[src/hw/lc3b_isa_pkg.sv]
`default_nettype none

package lc3b_isa_pkg;

	typedef logic [15:0] lc3b_word; // Data values and byte addresses.
	typedef logic [2:0] lc3b_reg;

	// Opcode field, bits 15:12 of every instruction.
	typedef enum logic [3:0] {
		op_br   = 4'b0000,
		op_add  = 4'b0001,
		op_ldb  = 4'b0010,
		op_stb  = 4'b0011,
		op_jsr  = 4'b0100,
		op_and  = 4'b0101,
		op_ldr  = 4'b0110,
		op_str  = 4'b0111,
		op_rti  = 4'b1000,
		op_not  = 4'b1001,
		op_ldi  = 4'b1010,
		op_sti  = 4'b1011,
		op_jmp  = 4'b1100,
		op_shf  = 4'b1101,
		op_lea  = 4'b1110,
		op_trap = 4'b1111
	} lc3b_opcode;

	typedef enum logic [1:0] {
		alu_add,
		alu_and,
		alu_not,
		alu_pass // Forwards operand a, used for register jump targets.
	} alu_ops;

endpackage

`default_nettype wire

[src/hw/lc3b_ctrl_pkg.sv]
`default_nettype none

package lc3b_ctrl_pkg;

	import lc3b_isa_pkg::*;

	// Second ALU operand. The offset is the word-scaled offset6 of LDR and STR.
	typedef enum logic [2:0] {
		alumux_off6 = 3'b000,
		alumux_imm5 = 3'b001,
		alumux_sr2  = 3'b100
	} alumux_sel_t;

	typedef enum logic [2:0] {
		pcmux_seq = 3'b000, // Next sequential word.
		pcmux_br  = 3'b001, // Conditional, PC relative.
		pcmux_reg = 3'b010, // Base register through the ALU.
		pcmux_rel = 3'b100  // Unconditional, PC relative.
	} pcmux_sel_t;

	typedef enum logic [2:0] {
		rfmux_alu  = 3'b000,
		rfmux_link = 3'b001,
		rfmux_lea  = 3'b010,
		rfmux_mem  = 3'b011
	} regfilemux_sel_t;

	typedef struct packed {
		lc3b_opcode opcode;
		pcmux_sel_t pcmux_sel;
		alumux_sel_t alumux_sel;
		alu_ops aluop;
		regfilemux_sel_t regfilemux_sel;
		logic [1:0] mdrmux_sel; // Load data format, 2'b10 takes the low byte.
		logic sr2mux_sel;
		logic destmux_sel;
		logic adjmux_sel;
		logic mem_read;
		logic mem_write;
		logic regfile_load;
		logic cc_load;
	} lc3b_control;

endpackage

`default_nettype wire

[src/hw/gen_control.sv]
`timescale 1ns/1ns
`default_nettype none

module gen_control import lc3b_isa_pkg::*, lc3b_ctrl_pkg::*; (
	input lc3b_opcode opcode,
	input logic [11:0] IRbits,
	output lc3b_control ctrl
);

	always_comb begin
		// Everything inactive unless the opcode below asks for it.
		ctrl.opcode = opcode;
		ctrl.pcmux_sel = pcmux_seq;
		ctrl.alumux_sel = alumux_off6;
		ctrl.aluop = alu_add;
		ctrl.regfilemux_sel = rfmux_alu;
		ctrl.mdrmux_sel = 2'b00;
		ctrl.sr2mux_sel = 1'b0;
		ctrl.destmux_sel = 1'b0;
		ctrl.adjmux_sel = 1'b0;
		ctrl.mem_read = 1'b0;
		ctrl.mem_write = 1'b0;
		ctrl.regfile_load = 1'b0;
		ctrl.cc_load = 1'b0;

		case (opcode)
			op_add, op_and: begin
				if (IRbits[5]) begin
					ctrl.alumux_sel = alumux_imm5;
				end else begin
					ctrl.alumux_sel = alumux_sr2;
				end
				if (opcode == op_and) begin
					ctrl.aluop = alu_and;
				end
				ctrl.regfile_load = 1'b1;
				ctrl.cc_load = 1'b1;
			end
			op_not: begin
				ctrl.aluop = alu_not;
				ctrl.regfile_load = 1'b1;
				ctrl.cc_load = 1'b1;
			end
			op_br: begin
				ctrl.pcmux_sel = pcmux_br; // Offset9 is the adjust default.
			end
			op_jmp: begin
				ctrl.pcmux_sel = pcmux_reg;
				ctrl.aluop = alu_pass;
			end
			op_jsr: begin
				// Both forms link the return address into R7.
				ctrl.destmux_sel = 1'b1;
				ctrl.regfilemux_sel = rfmux_link;
				ctrl.regfile_load = 1'b1;
				if (IRbits[11]) begin
					ctrl.pcmux_sel = pcmux_rel; // JSR, offset11.
					ctrl.adjmux_sel = 1'b1;
				end else begin
					ctrl.pcmux_sel = pcmux_reg; // JSRR, base register.
					ctrl.aluop = alu_pass;
				end
			end
			op_lea: begin
				ctrl.regfilemux_sel = rfmux_lea;
				ctrl.regfile_load = 1'b1;
				ctrl.cc_load = 1'b1;
			end
			op_ldr: begin
				ctrl.alumux_sel = alumux_off6;
				ctrl.mem_read = 1'b1;
				ctrl.mdrmux_sel = 2'b01;
				ctrl.regfilemux_sel = rfmux_mem;
				ctrl.regfile_load = 1'b1;
				ctrl.cc_load = 1'b1;
			end
			op_str: begin
				ctrl.alumux_sel = alumux_off6;
				ctrl.sr2mux_sel = 1'b1; // Store source sits in bits 11:9.
				ctrl.mem_write = 1'b1;
			end
			// RTI, SHF, LDB, STB, LDI, STI and TRAP pass through as no-ops.
			default: ;
		endcase
	end

endmodule

`default_nettype wire

[src/hw/alu.sv]
`timescale 1ns/1ns
`default_nettype none

module alu import lc3b_isa_pkg::*; (
	input alu_ops aluop,
	input lc3b_word a,
	input lc3b_word b,
	output lc3b_word f
);

	always_comb begin
		case (aluop)
			alu_add: f = a + b; // Also forms LDR and STR addresses.
			alu_and: f = a & b;
			alu_not: f = ~a;
			default: f = a;
		endcase
	end

endmodule

`default_nettype wire

[src/hw/regfile.sv]
`timescale 1ns/1ns
`default_nettype none

module regfile import lc3b_isa_pkg::*; (
	input logic clk,
	input logic arst_n,
	input logic load,
	input lc3b_reg src_a,
	input lc3b_reg src_b,
	input lc3b_reg dest,
	input lc3b_word in,
	output lc3b_word reg_a,
	output lc3b_word reg_b
);

	lc3b_word data [8];

	always_ff @(posedge clk or negedge arst_n) begin
		if (!arst_n) begin
			for (int i = 0; i < 8; i++) begin
				data[i] <= '0;
			end
		end else if (load) begin
			data[dest] <= in;
		end
	end

	// Reads see the old value in the cycle of a write.
	assign reg_a = data[src_a];
	assign reg_b = data[src_b];

endmodule

`default_nettype wire

[src/hw/retire_port.sv]
`timescale 1ns/1ns
`default_nettype none

module retire_port import lc3b_isa_pkg::*; #(
	parameter int NUM_CREDITS = 4
) (
	input logic clk,
	input logic arst_n,
	input logic fire,
	input lc3b_word pc,
	input logic reg_we,
	input lc3b_reg reg_idx,
	input lc3b_word data,
	input logic [2:0] cc,
	input logic ret_credit,
	output logic stall,
	output logic ret_valid,
	output lc3b_word ret_pc,
	output logic ret_reg_we,
	output lc3b_reg ret_reg,
	output lc3b_word ret_data,
	output logic [2:0] ret_cc
);

	logic [3:0] credits;

	// A record is charged when the instruction fires, one cycle before ret_valid.
	assign stall = (credits == 4'd0);

	always_ff @(posedge clk or negedge arst_n) begin
		if (!arst_n) begin
			credits <= 4'(NUM_CREDITS);
			ret_valid <= 1'b0;
		end else begin
			credits <= credits - 4'(fire) + 4'(ret_credit);
			ret_valid <= fire;
		end
	end

	always_ff @(posedge clk) begin
		if (fire) begin
			ret_pc <= pc;
			ret_reg_we <= reg_we;
			ret_reg <= reg_idx;
			ret_data <= data;
			ret_cc <= cc;
		end
	end

endmodule

`default_nettype wire

[src/hw/lc3b_datapath.sv]
`timescale 1ns/1ns
`default_nettype none

module lc3b_datapath import lc3b_isa_pkg::*, lc3b_ctrl_pkg::*; #(
	parameter lc3b_word RESET_PC = '0
) (
	input logic clk,
	input logic arst_n,
	input logic stall,
	input lc3b_control ctrl,
	input lc3b_word alu_f,
	input lc3b_word reg_a,
	input lc3b_word reg_b,
	input lc3b_word imem_rdata,
	input lc3b_word dmem_rdata,
	output lc3b_opcode opcode,
	output logic [11:0] ir_bits,
	output alu_ops alu_op,
	output lc3b_word alu_a,
	output lc3b_word alu_b,
	output lc3b_reg src_a,
	output lc3b_reg src_b,
	output lc3b_reg dest,
	output logic rf_load,
	output lc3b_word rf_in,
	output lc3b_word imem_addr,
	output lc3b_word dmem_addr,
	output lc3b_word dmem_wdata,
	output logic dmem_we,
	output logic fire,
	output lc3b_word rec_pc,
	output logic rec_reg_we,
	output lc3b_reg rec_reg,
	output lc3b_word rec_data,
	output logic [2:0] rec_cc
);

	lc3b_word pc, ifid_pc, ifid_ir, pc_inc, pcrel, pc_target, load_data;
	logic ifid_valid, taken, redirect;
	logic [2:0] cc, cc_next;

	assign opcode = lc3b_opcode'(ifid_ir[15:12]);
	assign ir_bits = ifid_ir[11:0];
	assign fire = ifid_valid & ~stall;

	// PC relative targets are taken from the incremented PC.
	assign pc_inc = ifid_pc + 16'd2;
	assign pcrel = pc_inc + (ctrl.adjmux_sel ? {{4{ifid_ir[10]}}, ifid_ir[10:0], 1'b0}
		: {{6{ifid_ir[8]}}, ifid_ir[8:0], 1'b0});

	assign src_a = ifid_ir[8:6]; // SR1 and base register share this field.
	assign src_b = ctrl.sr2mux_sel ? ifid_ir[11:9] : ifid_ir[2:0];
	assign dest = ctrl.destmux_sel ? 3'd7 : ifid_ir[11:9];

	assign alu_op = ctrl.aluop;
	assign alu_a = reg_a;
	always_comb begin
		case (ctrl.alumux_sel)
			alumux_sr2: alu_b = reg_b;
			alumux_imm5: alu_b = {{11{ifid_ir[4]}}, ifid_ir[4:0]};
			default: alu_b = {{9{ifid_ir[5]}}, ifid_ir[5:0], 1'b0};
		endcase
	end

	assign load_data = (ctrl.mdrmux_sel == 2'b10) ? {8'h00, dmem_rdata[7:0]} : dmem_rdata;

	always_comb begin
		case (ctrl.regfilemux_sel)
			rfmux_link: rf_in = pc_inc;
			rfmux_lea: rf_in = pcrel;
			rfmux_mem: rf_in = load_data;
			default: rf_in = alu_f;
		endcase
	end

	always_comb begin
		if (rf_in[15]) cc_next = 3'b100;
		else if (rf_in == '0) cc_next = 3'b010;
		else cc_next = 3'b001;
	end

	always_comb begin
		taken = 1'b0;
		pc_target = pcrel;
		case (ctrl.pcmux_sel)
			pcmux_br: taken = |(ifid_ir[11:9] & cc);
			pcmux_rel: taken = 1'b1;
			pcmux_reg: begin
				taken = 1'b1;
				pc_target = alu_f; // Base register passed through the ALU.
			end
			default: taken = 1'b0;
		endcase
	end

	assign redirect = fire & taken;
	assign rf_load = fire & ctrl.regfile_load;

	// Both memory ports take word addresses.
	assign imem_addr = {1'b0, pc[15:1]};
	assign dmem_addr = (ctrl.mem_read | ctrl.mem_write) ? {1'b0, alu_f[15:1]} : '0;
	assign dmem_wdata = reg_b;
	assign dmem_we = fire & ctrl.mem_write;

	assign rec_pc = ifid_pc;
	assign rec_reg_we = ctrl.regfile_load;
	assign rec_reg = dest;
	assign rec_data = rf_in;
	assign rec_cc = ctrl.cc_load ? cc_next : cc;

	always_ff @(posedge clk or negedge arst_n) begin
		if (!arst_n) begin
			pc <= RESET_PC;
			ifid_valid <= 1'b0;
			cc <= 3'b010;
		end else if (!stall) begin
			pc <= redirect ? pc_target : pc + 16'd2;
			ifid_valid <= ~redirect; // The word fetched this cycle is off the taken path.
			if (fire && ctrl.cc_load) begin
				cc <= cc_next;
			end
		end
	end

	always_ff @(posedge clk) begin
		if (!stall) begin
			ifid_ir <= imem_rdata;
			ifid_pc <= pc;
		end
	end

endmodule

`default_nettype wire

[src/hw/lc3b_core.sv]
`timescale 1ns/1ns
`default_nettype none

module lc3b_core import lc3b_isa_pkg::*, lc3b_ctrl_pkg::*; #(
	parameter int NUM_CREDITS = 4,
	parameter lc3b_word RESET_PC = '0
) (
	input logic clk,
	input logic arst_n,
	output lc3b_word imem_addr,
	input lc3b_word imem_rdata,
	output lc3b_word dmem_addr,
	output lc3b_word dmem_wdata,
	output logic dmem_we,
	input lc3b_word dmem_rdata,
	output logic ret_valid,
	output lc3b_word ret_pc,
	output logic ret_reg_we,
	output lc3b_reg ret_reg,
	output lc3b_word ret_data,
	output logic [2:0] ret_cc,
	input logic ret_credit
);

	lc3b_control ctrl;
	lc3b_opcode opcode;
	logic [11:0] ir_bits;
	alu_ops alu_op;
	lc3b_word alu_a, alu_b, alu_f, reg_a, reg_b, rf_in, rec_pc, rec_data;
	lc3b_reg src_a, src_b, dest, rec_reg;
	logic stall, fire, rf_load, rec_reg_we;
	logic [2:0] rec_cc;

	gen_control u_control (.opcode(opcode), .IRbits(ir_bits), .ctrl(ctrl));

	lc3b_datapath #(.RESET_PC(RESET_PC)) u_datapath (
		.clk(clk), .arst_n(arst_n), .stall(stall), .ctrl(ctrl), .alu_f(alu_f),
		.reg_a(reg_a), .reg_b(reg_b), .imem_rdata(imem_rdata), .dmem_rdata(dmem_rdata),
		.opcode(opcode), .ir_bits(ir_bits), .alu_op(alu_op), .alu_a(alu_a), .alu_b(alu_b),
		.src_a(src_a), .src_b(src_b), .dest(dest), .rf_load(rf_load), .rf_in(rf_in),
		.imem_addr(imem_addr), .dmem_addr(dmem_addr), .dmem_wdata(dmem_wdata),
		.dmem_we(dmem_we), .fire(fire), .rec_pc(rec_pc), .rec_reg_we(rec_reg_we),
		.rec_reg(rec_reg), .rec_data(rec_data), .rec_cc(rec_cc)
	);

	alu u_alu (.aluop(alu_op), .a(alu_a), .b(alu_b), .f(alu_f));

	regfile u_regfile (
		.clk(clk), .arst_n(arst_n), .load(rf_load), .src_a(src_a), .src_b(src_b),
		.dest(dest), .in(rf_in), .reg_a(reg_a), .reg_b(reg_b)
	);

	retire_port #(.NUM_CREDITS(NUM_CREDITS)) u_retire (
		.clk(clk), .arst_n(arst_n), .fire(fire), .pc(rec_pc), .reg_we(rec_reg_we),
		.reg_idx(rec_reg), .data(rec_data), .cc(rec_cc), .ret_credit(ret_credit),
		.stall(stall), .ret_valid(ret_valid), .ret_pc(ret_pc), .ret_reg_we(ret_reg_we),
		.ret_reg(ret_reg), .ret_data(ret_data), .ret_cc(ret_cc)
	);

endmodule

`default_nettype wire

[config.mk]
export PLATFORM = sky130hd
export DESIGN_NAME = lc3b_core
export DESIGN_NICKNAME = d
export VERILOG_FILES = /design/src/hw/lc3b_isa_pkg.sv /design/src/hw/lc3b_ctrl_pkg.sv /design/src/hw/gen_control.sv /design/src/hw/alu.sv /design/src/hw/regfile.sv /design/src/hw/retire_port.sv /design/src/hw/lc3b_datapath.sv /design/src/hw/lc3b_core.sv
export SDC_FILE = /design/constraint.sdc
export NUM_CORES = 1
export LEC_CHECK = 0
export ABC_AREA = 1
export BUFFER_PORTS_ARGS = -buffer_cell sky130_fd_sc_hd__buf_2
export CORE_MARGIN = 3
export CORE_UTILIZATION = 55
export CTS_BUF_LIST = sky130_fd_sc_hd__clkbuf_8
export DETAILED_ROUTE_END_ITERATION = 6
export GPL_TIMING_DRIVEN = 1
export PLACE_DENSITY_LB_ADDON = 0.3
export SLEW_MARGIN = 5
export SYNTH_ARGS = -nofsm -noshare
export SYNTH_HDL_FRONTEND = slang
export SYNTH_SLANG_ARGS = --single-unit
[constraint.sdc]
create_clock -name clk -period 7.98 [get_ports clk]
set_input_delay 0.399 -clock clk [delete_from_list [all_inputs] [get_ports clk]]
set_output_delay 0.399 -clock clk [all_outputs]
set_load 0.01 [all_outputs]
# Word-level counts from Yosys, hierarchy flattened
# Index checks and enable logic that the tools add are counted.
# W data, S select, Z words.
[totals] reg_bits=224 output_inout_bits=89 elab_cells=112 input_bits=35
[op_classes] add_sub_neg=6 n_eq_ne=19 n_reduce_logical=12 bitwise=13 n_lt_le_gt_ge=4 mux=38
[op_table] op="$mux W16" count=9
[op_table] op="$bwmux W128" count=1
[op_table] op="$bmux W16 S3" count=2
[op_table] op="$pmux W16 S3" count=2
[op_table] op="$demux W16 S3" count=1
[op_table] op="$add A16 B16 Y16" count=2
[op_table] op="$add A16 B2 Y16 const B" count=2
[op_table] op="$pmux W16 S2" count=1
[op_table] op="$mux W3" count=7
[op_table] op="$and A16 B16 Y16" count=1
[op_table] op="$eq A4 B3 Y1 const B" count=4
[op_table] op="$logic_not A16 Y1" count=1
[op_table] op="$not A16 Y16" count=1
[op_table] op="$mux W15" count=1
[op_table] op="$eq A4 B4 Y1 const B" count=3
[op_table] op="$ge A4 B4 Y1 const B" count=3
[op_table] op="$not A3 Y4" count=3
[op_table] op="$pmux W3 S3" count=1
[op_table] op="$logic_not A4 Y1" count=2
[op_table] op="$pmux W2 S4" count=1
[op_table] op="$mux W1" count=7
[op_table] op="$eq A2 B2 Y1 const B" count=3
[op_table] op="$eq A3 B1 Y1 const B" count=2
[op_table] op="$eq A3 B3 Y1 const B" count=2
[op_table] op="other kinds (21)" count=30

# Longest topological paths before layout
# Gate-level depths: netlist of run 1.
[depth] word_depth=15 depth_mapped=32 mapped_depth_nobuf=32

# Cells and area by module
# From an unflattened synthesis of run 1, not the netlist that was laid out.
[unflattened] cells_unflattened=2382 area_unflattened_um2=15925.3
[modules_own_cells] mod="regfile" area_each_um2=7490.9 cells_per_inst=1165 instances=1 seq_area_each_um2=3203.1
[modules_own_cells] mod="lc3b_datapath" area_each_um2=5380.2 cells_per_inst=833 instances=1 seq_area_each_um2=1462.7
[modules_own_cells] mod="retire_port" area_each_um2=1476.4 cells_per_inst=73 instances=1 seq_area_each_um2=1297.5
[modules_own_cells] mod="alu" area_each_um2=1357.6 cells_per_inst=269 instances=1 seq_area_each_um2=0.0
[modules_own_cells] mod="gen_control" area_each_um2=220.2 cells_per_inst=42 instances=1 seq_area_each_um2=0.0

# Least setup slack after synthesis of run 1
# No wires, ideal clock.
[synth_timing] path_kind="reg2reg" start="register u_retire.credits[2]" end="register u_retire.credits[1]" path_stages_with_launch=12 setup_ps=114 path_buffers=0 arrival_ps=4172 required_ps=7866 period_less_slack_ps=4286 setup_slack_ps=3694 cell_sequence="dfstp_2 inv_1 ha_1 nand3_1 clkinv_1 nor2_1 ha_1 inv_1 ha_1 inv_1 fa_1 inv_1"
[synth_via] elab_chain_cells=5
[synth_lines] item="start, declared" line_no="retire_port.sv:25" rtl="logic [3:0] credits;"
[synth_lines] item="start signal, assigned" line_no="retire_port.sv:32" rtl="credits <= 4'(NUM_CREDITS);"
[synth_lines] item="start signal, assigned" line_no="retire_port.sv:35" rtl="credits <= credits - 4'(fire) + 4'(ret_credit);"
[synth_lines] item="$logic_not A4 Y1" line_no="retire_port.sv:28" rtl="assign stall = (credits == 4'd0);"
[synth_lines] item="$not A1 Y1 (no source line)"
[synth_lines] item="$and A1 B1 Y1" line_no="lc3b_datapath.sv:44" rtl="assign fire = ifid_valid & ~stall;"
[synth_lines] item="via fire" line_no="lc3b_core.sv:31" rtl="logic stall, fire, rf_load, rec_reg_we;"
[synth_lines] item="$sub A4 B1 Y4" line_no="retire_port.sv:35"
[synth_lines] item="$add A4 B1 Y4" line_no="retire_port.sv:35"
# The timed path passes the listed nets, and every way through them passes these cells.
# A chain may end at the register's enable or synchronous reset.

# Worst setup path after layout of run 1
[layout_timing] start="register u_datapath.ifid_ir[13]" end="register u_retire.ret_cc[0] (data pin)"
[layout_via] elab_chain_cells=15 word_cells_on_any_way=44 cone_classes="2 x add/sub; 16 x eq/ne; 20 x mux; 2 x bitwise; 4 x reduce/logical"
[layout_lines] item="start, declared" line_no="lc3b_datapath.sv:38" rtl="lc3b_word pc, ifid_pc, ifid_ir, pc_inc, pcrel, pc_target, load_data;"
[layout_lines] item="start signal, assigned" line_no="lc3b_datapath.sv:127" rtl="ifid_ir <= imem_rdata;"
[layout_lines] item="$eq A4 B3 Y1" line_no="gen_control.sv:26" rtl="case (opcode)"
[layout_lines] item="$mux W1" line_no="gen_control.sv:26"
[layout_lines] item="$mux W3" line_no="lc3b_datapath.sv:52" rtl="assign src_b = ctrl.sr2mux_sel ? ifid_ir[11:9] : ifid_ir[2:0];"
[layout_lines] item="$not A3 Y4 (not written as such)" line_no="regfile.sv:30" rtl="assign reg_b = data[src_b];"
[layout_lines] item="$bmux W16 S3" line_no="regfile.sv:30"
[layout_lines] item="$mux W16 (not written as such) (2 in series)" line_no="regfile.sv:30"
[layout_lines] item="$pmux W16 S2" line_no="lc3b_datapath.sv:58" rtl="case (ctrl.alumux_sel)"
[layout_lines] item="$add A16 B16 Y16 or $and A16 B16 Y16 (tied branches)" line_no="alu.sv:13, alu.sv:14"
[layout_lines] item="$pmux W16 S3" line_no="alu.sv:12" rtl="case (aluop)"
[layout_lines] item="$pmux W16 S3" line_no="lc3b_datapath.sv:68" rtl="case (ctrl.regfilemux_sel)"
[layout_lines] item="$logic_not A16 Y1" line_no="lc3b_datapath.sv:78" rtl="else if (rf_in == '0) cc_next = 3'b010;"
[layout_lines] item="$mux W2" line_no="lc3b_datapath.sv:78"
[layout_lines] item="$mux W3" line_no="lc3b_datapath.sv:77" rtl="if (rf_in[15]) cc_next = 3'b100;"
[layout_lines] item="$mux W3 (*)" line_no="lc3b_datapath.sv:109" rtl="assign rec_cc = ctrl.cc_load ? cc_next : cc;"
[layout_lines] item="via rec_cc[0]" line_no="lc3b_core.sv:32" rtl="logic [2:0] rec_cc;"
[layout_lines] item="end signal, assigned" line_no="retire_port.sv:46" rtl="ret_cc <= cc;"
[layout_lines] item="end, declared" line_no="retire_port.sv:22" rtl="output logic [2:0] ret_cc"
# The timed path passes the listed nets; every way through them passes the cells marked *. The select of a mux whose other input is x is not followed.

==> impl_metrics.ini, run 1 <==
[place]
finalWeightedCongestion = 0.952
dpl_worst_slack_ns = 2.63
post-dp-hpwl_mm = 31.0
io_buffers = 121

[layout]
drive_above_1_share_pct = 12.1
fin_nets = 2175
flow.area_growth_from_synthesis_pct = 10.1
largest_register_ffs = 128
top_register_by_number_of_flip_flops = u_regfile.data
n_antenna_cell = 0
layout.filler_cells = 2276

[die]
die_x_um = 168
core_region_area_mm2 = 0.0255
rows = 58
dieArea_mm2 = 0.0283
design.portCount = 124
die_h_um = 168
initial_utilization_pct = 56.7

[yosys]
synthesis.instances = 2014
synth_sequential_area_ratio_pct = 41.3
synth_top_cells_by_count = nand2_1, nand3_1, inv_1
yosys.area.top_type = dfrtp_1
synthesis.yosys.warnings = 0
yosysMostFrequentCell = nand2_1
post-synth-top-area-fraction_pct = 26.1
synth_edf_count = 71
dominantRegCellSynth = dfrtp_1
synth_area_mm2 = 0.0145
ys_top_cells_by_area = dfrtp_1, nand2_1, edfxtp_1, nand3_1, inv_1
synth-async-reset-ratio_pct = 68.3
syn-mean-instance-area_um2 = 7.18
synth_seq_cells = 224
synth.distinct_cells = 49

[setup_path]
critical_path.startpoint = u_datapath.ifid_ir[13]
reg2reg_depth = 26
reg2reg_from = u_datapath.ifid_ir[13]
timing.critical_path.to_type = flop
crit_path_top_delay_cell = buf_4
timing_worst_setup_path_type = reg -> reg
critical_path.startpoint_type = flop
critical_path_required_ns = 8.28
cp.buffers_inverters = 4
crit_path_frequent_cell = nand2_1
timing.critical_path.fanout_max = 59
worst_r2r_endpoint = u_retire.ret_cc[0]
arrival_ns = 5.90
number_of_cells_on_the_critical_path = 26
critPathCapture = u_retire.ret_cc[0]
timing.reg2reg.setup_slack_ns = 2.38
critPathMaxStageDelay_ns = 0.60
cpLargestDelayFamily = simple AND/OR/NAND/NOR gates

[sta]
setup_repair_after_global_routing_missed_its_margin = no
slew_at_the_pin_closest_to_its_max_slew_limit_ns = 1.19
timing.final.crit_period_ns = 5.60
period_share_pct = 70.1
report.final.hold_viol_count = 23
timing.final.setup_violations = 0
clock.fmax_mhz = 179
finalSetupTns_ns = 0
post-route-worst-setup-slack_ns = 2.38
max_transition_margin_pct = 20.0
final_max_slew_viol_count = 0
timing.hold.ws_ns = -0.0374
clock_skew_ns = 0.0226

[detailed_routing]
wirelength_mm = 45.3
routed_antenna_nets = 0
post-route-drc-count = 1
route.vias.total = 14200
post_drt_wl_per_cell_um = 18.4
drt_pass1_iterations = 7
first_iter_violations = 2022
via_per_inst = 5.78

[status]
result_of_the_run = complete, but fails checks
violated_checks = design-rule violations, negative hold slack

[clocking]
cts_root_buf = clkbuf_8
insertion_delay_ns = 0.56
clock-sinks = 224
tritoncts = done
worst_setup_hold_path_clk_slew_ns = 0.05
cts.path.max_buffers = 3
cts_h_tree_lvls = 2
number_of_cts_inserted_buffers = 41

[global_route]
via_count_of_the_first_global_routing_pass = 13200
number_of_antenna_violations_at_the_first_check_in_global_routing = 1
grt_max_degree = 104
track_usage_pct = 31.4
grt_first_pass_wirelength_mm = 71.1
overflow = 0

[job]
cap_viol_max_count = 0

[min_path]
hold_crit_path_type = in -> async

[power]
power_density_mw_per_mm2 = 443
static-leakage-power_nw = 8.12
irDropWorstVdd_uv = 232
-- cells by family (layout without fill, tap and decap cells) --
group,Yosys count,in the layout,share of synthesized area [%]
AND/OR/NAND/NOR,1128,1128,33.1
buffers and inverters,322,437,9.80
AO/OA/AOI/OAI,276,276,10.7
flip-flops,224,224,41.3
adder cells (fa/ha/maj),40,40,3.62
XOR/XNOR,19,19,1.15
multiplexers,4,4,0.312
other,1,2,0.0259
-- worst min path at each step --
stage / startpoint / to / slack [ns] / cells past startpoint
final: arst_n / u_retire.ret_valid / -0.04 / 1
after CTS: imem_rdata[6] / u_datapath.ifid_ir[6] / 0.0004 / 1
after floorplan: arst_n / u_datapath.cc[0] / 0.10 / 0
after global routing: imem_rdata[10] / u_datapath.ifid_ir[10] / 0.002 / 1
after global placement: u_datapath.pc[0] / u_datapath.rec_pc[0] / 0.43 / 0
after detailed placement: u_datapath.pc[0] / u_datapath.rec_pc[0] / 0.43 / 0
-- power by group --
part           leakage (nW)  internal, mW  switching [mW]  total (mW)
clock                 0.470         0.595           0.489        1.08
combinational          5.10          1.20            2.49        3.70
sequential             2.55          1.83           0.440        2.27
-- cell type report --
type / count / area, um2 / share of cell area [%]
Clock buffer: 46 / 633 / 3.98
Clock inverter: 27 / 176 / 1.11
Inverter: 220 / 826 / 5.19
Multi-Input combinational cell: 1469 / 7100 / 44.6
Sequential cell: 224 / 5960 / 37.5
Tap cell: 330 / 413 / 2.60
Timing Repair Buffer: 144 / 795 / 4.99
-- metrics by stage --
step	std cells	cell area (um2)	util, %	power, mW	hold slack (ns)
after CTS	2460	15900	62.5	6.98	0.000402
final	2460	15900	62.5	7.05	-0.0374
after global routing	2460	15900	62.5	7.64	0.00213
after detailed placement	2383	15100	59.1	5.87	0.430
after floorplan	2015	14500	-	4.79	0.103
after global placement	2383	15100	59.1	5.77	0.429
-- cells in the final DEF, fill, tap and decap left out, types with 5 or more instances in the layout --
master	n
nor2_2	5
inv_2	17
a21oi_1	45
o221ai_1	10
o211ai_1	21
nand3_1	259
o21ai_1	20
clkinv_2	6
ha_1	37
edfxtp_1	71
buf_4	19
clkbuf_8	46
o21ai_0	148
a31oi_1	14
nand3b_1	7
buf_2	120
nand2_2	10
inv_1	216
nor3_1	7
xor2_1	15
nor2_1	76
nand2_1	726
dfrtp_1	151
nand4_1	17
nand3_2	10
-- per-layer routing --
metal / part of all wire, % / up-vias / track usage [%]
met4: 3.8 / 2 / 12.5
met3: 9.7 / 125 / 5.71
met1: 42 / 6534 / 45.0
li1: - / 6746 / -
met5: 0.022 / - / 0
met2: 44 / 810 / 47.4
-- repair_timing --
action                    in CTS  in global routing
gates resized for setup        0                  0
hold buffers                   4                  0
hold endpoints to repair       4                  0
setup buffers                  0                  0
(Power assumes the default switching activity.)
==> run 2, diff against run 1 <==
==> constraint.sdc (replaced) <==
create_clock -name clk -period 4.7 [get_ports clk]
set_input_delay 0.235 -clock clk [delete_from_list [all_inputs] [get_ports clk]]
set_output_delay 0.235 -clock clk [all_outputs]
set_load 0.01 [all_outputs]
==> run 2 against run 1 <==
The flow now finishes without violations. Flip-flop and latch count stayed put. Via count is 2.3% higher. Sequential share of layout area is 1.4 points lower. First-iteration DRC count is 15% lower. Clock power is 100% higher. Hold slack better by 0.14 ns. Total power is 79% higher. Global-route usage is 1.8 points higher.
==> impl_metrics.ini, run 2 (synthesized netlist as in run 1, its figures left out) <==
[power]
power_density_mw_per_mm2 = 765
irDropWorstVdd_uv = 488
static-leakage-power_nw = 8.40
power.total_mw = 12.6

[die]
dieArea_mm2 = 0.0283
core_region_area_mm2 = 0.0255
die_x_um = 168
die_h_um = 168
design.portCount = 124
initial_utilization_pct = 56.7
rows = 58

[setup_path]
timing.critical_path.fanout_max = 10
timing_worst_setup_path_type = reg -> out
critical_path_required_ns = 4.47
timing.reg2reg.setup_slack_ns = 0.35
timing.critical_path.to_type = output pin
arrival_ns = 4.20
critical_path.startpoint_type = flop

[global_route]
track_usage_pct = 33.1
overflow = 0
number_of_antenna_violations_at_the_first_check_in_global_routing = 0
grt_first_pass_wirelength_mm = 74.3
grt_max_degree = 63
via_count_of_the_first_global_routing_pass = 13700

[sta]
post-route-worst-setup-slack_ns = 0.265
slew_at_the_pin_closest_to_its_max_slew_limit_ns = 1.30
period_share_pct = 94.4
setup_repair_after_global_routing_missed_its_margin = yes
clock_skew_ns = 0.0277
max_transition_margin_pct = 12.9
timing.final.setup_violations = 0
clock.fmax_mhz = 225
timing.final.crit_period_ns = 4.43
report.final.hold_viol_count = 0
final_max_slew_viol_count = 0

[place]
post-dp-hpwl_mm = 32.8
io_buffers = 121
dpl_worst_slack_ns = 0.251
finalWeightedCongestion = 0.998

[job]
cap_viol_max_count = 0

[layout]
mostFrequentLayoutCells = nand2_1, nand3_1, inv_1
layout.filler_cells = 2315
drive_above_1_share_pct = 13.6
postLayoutCoreUtil_pct = 64.8
largest_register_ffs = 128
layout_commonest_cell = nand2_1
top_register_by_number_of_flip_flops = u_regfile.data
flow.area_growth_from_synthesis_pct = 14.3
multi_input_combinational_cell_area_mm2 = 0.00718
ff_latch_area_mm2 = 0.00596
fin_nets = 2214
n_antenna_cell = 0

[clocking]
clock-sinks = 224
number_of_cts_inserted_buffers = 40
tritoncts = done
cts_root_buf = clkbuf_8
worst_setup_hold_path_clk_slew_ns = 0.07
cts_h_tree_lvls = 2
insertion_delay_ns = 0.56
cts.path.max_buffers = 3

[status]
result_of_the_run = complete, no violations

[detailed_routing]
drt_pass1_iterations = 6
routed_antenna_nets = 0
post_drt_wl_per_cell_um = 19.0
first_iter_violations = 1722
wirelength_mm = 47.6
route.vias.total = 14600
via_per_inst = 5.82
post-route-drc-count = 0

[min_path]
hold_crit_path_type = in -> reg
[run 2: cell count changes in the layout (fill, tap and decap cells not counted), moves of 3 or more]
cell           before  now
buf_4              19   40
dlygate4sd3_1       4   18
bufinv_16           2    7
a31oi_1            14   11
buf_12              0    3
nand2_4             0    3
[run 2: path summary, 6_finish.rpt]
path                                        start                    to  cells past startpoint
max reg2reg                u_datapath.ifid_ir[15]    u_retire.ret_cc[0]                     31
min                                 dmem_rdata[2]  u_retire.ret_data[2]                      3
max                        u_datapath.ifid_ir[15]         dmem_addr[12]                     24
max in group asynchronous                  arst_n   u_regfile.data[109]                      3
min reg2reg                      u_datapath.pc[0]  u_datapath.rec_pc[0]                      0
min in group asynchronous                  arst_n    u_regfile.data[26]                      2
[run 2: stage by stage]
stage	cell area (um2)	hold slack [ns]	TNS [ns]	instances
5_1_grt	16500	0.0772	-0.0157	2501
4_1_cts	16400	0.0610	0	2495
3_3_place_gp	15200	0.267	0	2403
2_1_floorplan	14500	-0.0606	0	2015
6_report	16500	0.0985	0	2501
3_5_place_dp	15200	0.271	0	2403
[run 2: final cells by class]
cell class                 instances  area share [%]
timing repair buffer             184            7.14
sequential                       224            36.1
clock inverter                    26            1.76
multi-input combinational       1469            43.5
tap                              330            2.50
inverter                         220            5.01
clock buffer                      48            4.00
[run 2: metal layers]
layer	vias to the layer above	GRT usage, %	share of wire (%)
li1	6826	-	-
met3	134	6.15	9.8
met4	0	12.8	3.7
met2	815	50.9	44
met1	6776	46.8	42
met5	-	0	0
[run 2: what timing repair did]
action	CTS	global route
hold buffers	18	0
endpoints found under the setup margin	0	15
resized for setup	0	22
buffers inserted	0	6
endpoints found under the hold margin	75	0
[run 2: critical path, cell delays in order (launching register included)]
cell	delay, ns
edfxtp_1	0.41
inv_2	0.09
nand2_1	0.06
nor2_2	0.14
inv_2	0.07
nor2_4	0.13
inv_2	0.09
nand2_1	0.11
o21ai_4	0.10
inv_2	0.14
buf_4	0.22
nand3_1	0.10
nand3_1	0.09
nand2_1	0.13
nand2_1	0.09
nand2_1	0.05
ha_1	0.39
nand2_1	0.14
nor2_1	0.23
and2_1	0.16
nand2_1	0.09
nand3_1	0.10
nand3_1	0.10
a31oi_1	0.24
buf_2	0.18
[run 2: where the power goes]
part / switching, mW / total [mW] / internal, mW
Sequential: 0.764 / 3.87 / 3.11
Combinational: 4.38 / 6.59 / 2.21
Clock: 0.852 / 2.17 / 1.32
Total: 6.00 / 12.6 / 6.63
==> run 3, diff against run 2 <==
--- a/config.mk
+++ b/config.mk
@@ -7,12 +7,13 @@
 export LEC_CHECK = 0
 export ABC_AREA = 1
 export BUFFER_PORTS_ARGS = -buffer_cell sky130_fd_sc_hd__buf_2
-export CORE_MARGIN = 3
+export CORE_MARGIN = 4
 export CORE_UTILIZATION = 55
 export CTS_BUF_LIST = sky130_fd_sc_hd__clkbuf_8
 export DETAILED_ROUTE_END_ITERATION = 6
 export GPL_TIMING_DRIVEN = 1
 export PLACE_DENSITY_LB_ADDON = 0.3
+export REMOVE_ABC_BUFFERS = 1
 export SLEW_MARGIN = 5
 export SYNTH_ARGS = -nofsm -noshare
 export SYNTH_HDL_FRONTEND = slang
==> run 3 against run 2 <==
The run now ends with design-rule violations left. Core utilization decreased by 1.9 points. Clock power decreased by 11%. Total power decreased by 3.9%. Combinational power decreased by 3.3%. Sequential power about the same. Largest cell class unchanged. Cell count decreased by 0.20%. Largest power group unchanged. Via count decreased by 0.85%. Clock-buffer cell count unchanged.
==> impl_metrics.ini, run 3 (synthesized netlist as in run 1, its figures left out) <==
[sta]
setup_repair_after_global_routing_missed_its_margin = yes
clock.fmax_mhz = 224
timing.final.setup_violations = 0
timing.final.crit_period_ns = 4.47
slew_at_the_pin_closest_to_its_max_slew_limit_ns = 0.843
report.final.hold_viol_count = 0
max_transition_margin_pct = 43.4
final_max_slew_viol_count = 0
period_share_pct = 95.1
clock_skew_ns = 0.0243
timing.hold.ws_ns = 0.202

[clocking]
tritoncts = done
worst_setup_hold_path_clk_slew_ns = 0.06
number_of_cts_inserted_buffers = 40
insertion_delay_ns = 0.56
cts_root_buf = clkbuf_8
cts.path.max_buffers = 3
cts_h_tree_lvls = 2
clock-sinks = 224

[status]
result_of_the_run = complete, but fails checks
violated_checks = design-rule violations

[global_route]
track_usage_pct = 31.3
grt_first_pass_wirelength_mm = 72.0
via_count_of_the_first_global_routing_pass = 13400
grt_max_degree = 80
number_of_antenna_violations_at_the_first_check_in_global_routing = 0
overflow = 0

[power]
power_density_mw_per_mm2 = 742
internal-power_mw = 6.36
total_switching_power_mw = 5.78
sequentialPowerShare_pct = 31.6
clock_share_of_power_pct = 15.9
irDropWorstVdd_uv = 445
static-leakage-power_nw = 8.31
switch_share_pct = 47.6
power.share.combinational_pct = 52.5

[die]
die_h_um = 170
dieArea_mm2 = 0.0289
core_region_area_mm2 = 0.0260
die_x_um = 170
initial_utilization_pct = 55.6
design.portCount = 124
rows = 59

[detailed_routing]
topRoutingLayerUsed = met4
wl_met1_mm = 18.8
via_per_inst = 5.78
drt_pass1_iterations = 7
wirelength_mm = 45.7
routed_antenna_nets = 0
met3_wirelength_mm = 4.28
post_drt_wl_per_cell_um = 18.3
routed-wl-met2_mm = 20.6
post-route-drc-count = 1
route.vias.total = 14400
first_iter_violations = 1794

[layout]
finalInstanceArea_mm2 = 0.0164
flow.area_growth_from_synthesis_pct = 13.3
fin_nets = 2205
top_register_by_number_of_flip_flops = u_regfile.data
largest_register_ffs = 128
post_layout_nonfiller_instances = 2496
postLayoutCoreUtil_pct = 63.0
mostFrequentLayoutCells = nand2_1, nand3_1, inv_1
n_antenna_cell = 0
layout_commonest_cell = nand2_1
drive_above_1_share_pct = 13.0

[setup_path]
crit_path_frequent_cell = nand2_1
cpLargestDelayFamily = simple AND/OR/NAND/NOR gates
timing.critical_path.to_type = output pin
crit_path_top_delay_cell = edfxtp_1
timing.critical_path.fanout_max = 34
critPathMaxStageDelay_ns = 0.43
critical_path_required_ns = 4.47
arrival_ns = 4.23
cp.buffers_inverters = 6
critical_path.startpoint_type = flop
number_of_cells_on_the_critical_path = 26
reg2reg_depth = 29
timing_worst_setup_path_type = reg -> out

[place]
dp_cells = 2399
finalWeightedCongestion = 1.01
placed_area_mm2 = 0.0152
post-dp-hpwl_mm = 31.2
io_buffers = 121

[job]
cap_viol_max_count = 0

[min_path]
worstHoldPathCells = 3
hold_crit_path_type = in -> reg
[run 3: cell types whose count changed in the layout (fill, tap and decap cells not counted), moves of 2 or more]
cell / before / now
buf_4: 40 / 28
a31oi_4: 2 / 0
clkbuf_16: 0 / 2
bufinv_16: 7 / 3
a31oi_2: 2 / 5
clkinvlp_4: 0 / 2
clkinv_1: 3 / 5
[run 3: final cells by class]
type | instances | area (um2)
fillers | 2322 | 9620
multi-input cells | 1469 | 7150
flip-flops and latches | 224 | 5960
repair buffers | 175 | 1150
inverters | 220 | 833
clock buffers | 48 | 661
well taps | 335 | 419
clock inverters | 25 | 185
[run 3: power by group through the flow]
stage / Combinational (mW) / Sequential [mW] / Clock, mW
after floorplan: 4.13 / 3.81 / 0
after global placement: 6.01 / 3.81 / 0
after detailed placement: 6.14 / 3.83 / 0
after CTS: 6.19 / 3.81 / 1.96
after global routing: 7.18 / 3.96 / 2.05
final: 6.37 / 3.84 / 1.93
[run 3: path summary, 6_finish.rpt]
check | from | slack (ns) | end
worst max-delay path | u_datapath.ifid_ir[15] | 0.23 | dmem_addr[14]
worst min-delay path | dmem_rdata[3] | 0.20 | u_retire.ret_data[3]
worst max register to register | u_datapath.ifid_ir[15] | 0.36 | u_retire.ret_cc[0]
worst min register to register | u_datapath.pc[0] | 0.45 | u_datapath.rec_pc[0]
max in group asynchronous | arst_n | 3.37 | u_retire.credits[0]
min in group asynchronous | arst_n | 0.24 | u_regfile.data[122]
[run 3: timing repair]
item                                    in CTS  in global routing
setup buffers                                0                  4
endpoints found under the setup margin       0                 16
gates resized for setup                      0                 16
hold buffers                                18                  0
endpoints found under the hold margin       84                  0
[run 3: through the flow]
stage	setup TNS (ns)	worst slack (ns)	power, mW
global route	-0.123	-0.0670	13.2
detailed placement	0	0.111	9.97
CTS	0	0.0376	12.0
floorplan	-129.31	-1.14	7.94
global placement	0	0.199	9.82
finish	0	0.232	12.1
[run 3: worst reg2reg max path: cells and delay by family, from the launching register on]
kind | cells | cell delay [ns]
simple gates | 20 | 2.29
buf+inv | 6 | 0.72
fa+ha+maj | 1 | 0.37
flops | 1 | 0.43
compound gates | 2 | 0.31
[run 3: routing by layer]
layer / vias to the layer above / track usage, %
met3: 136 / 4.97
met1: 6673 / 44.2
li1: 6806 / -
met4: 0 / 13.0
met2: 812 / 48.4
met5: - / 0
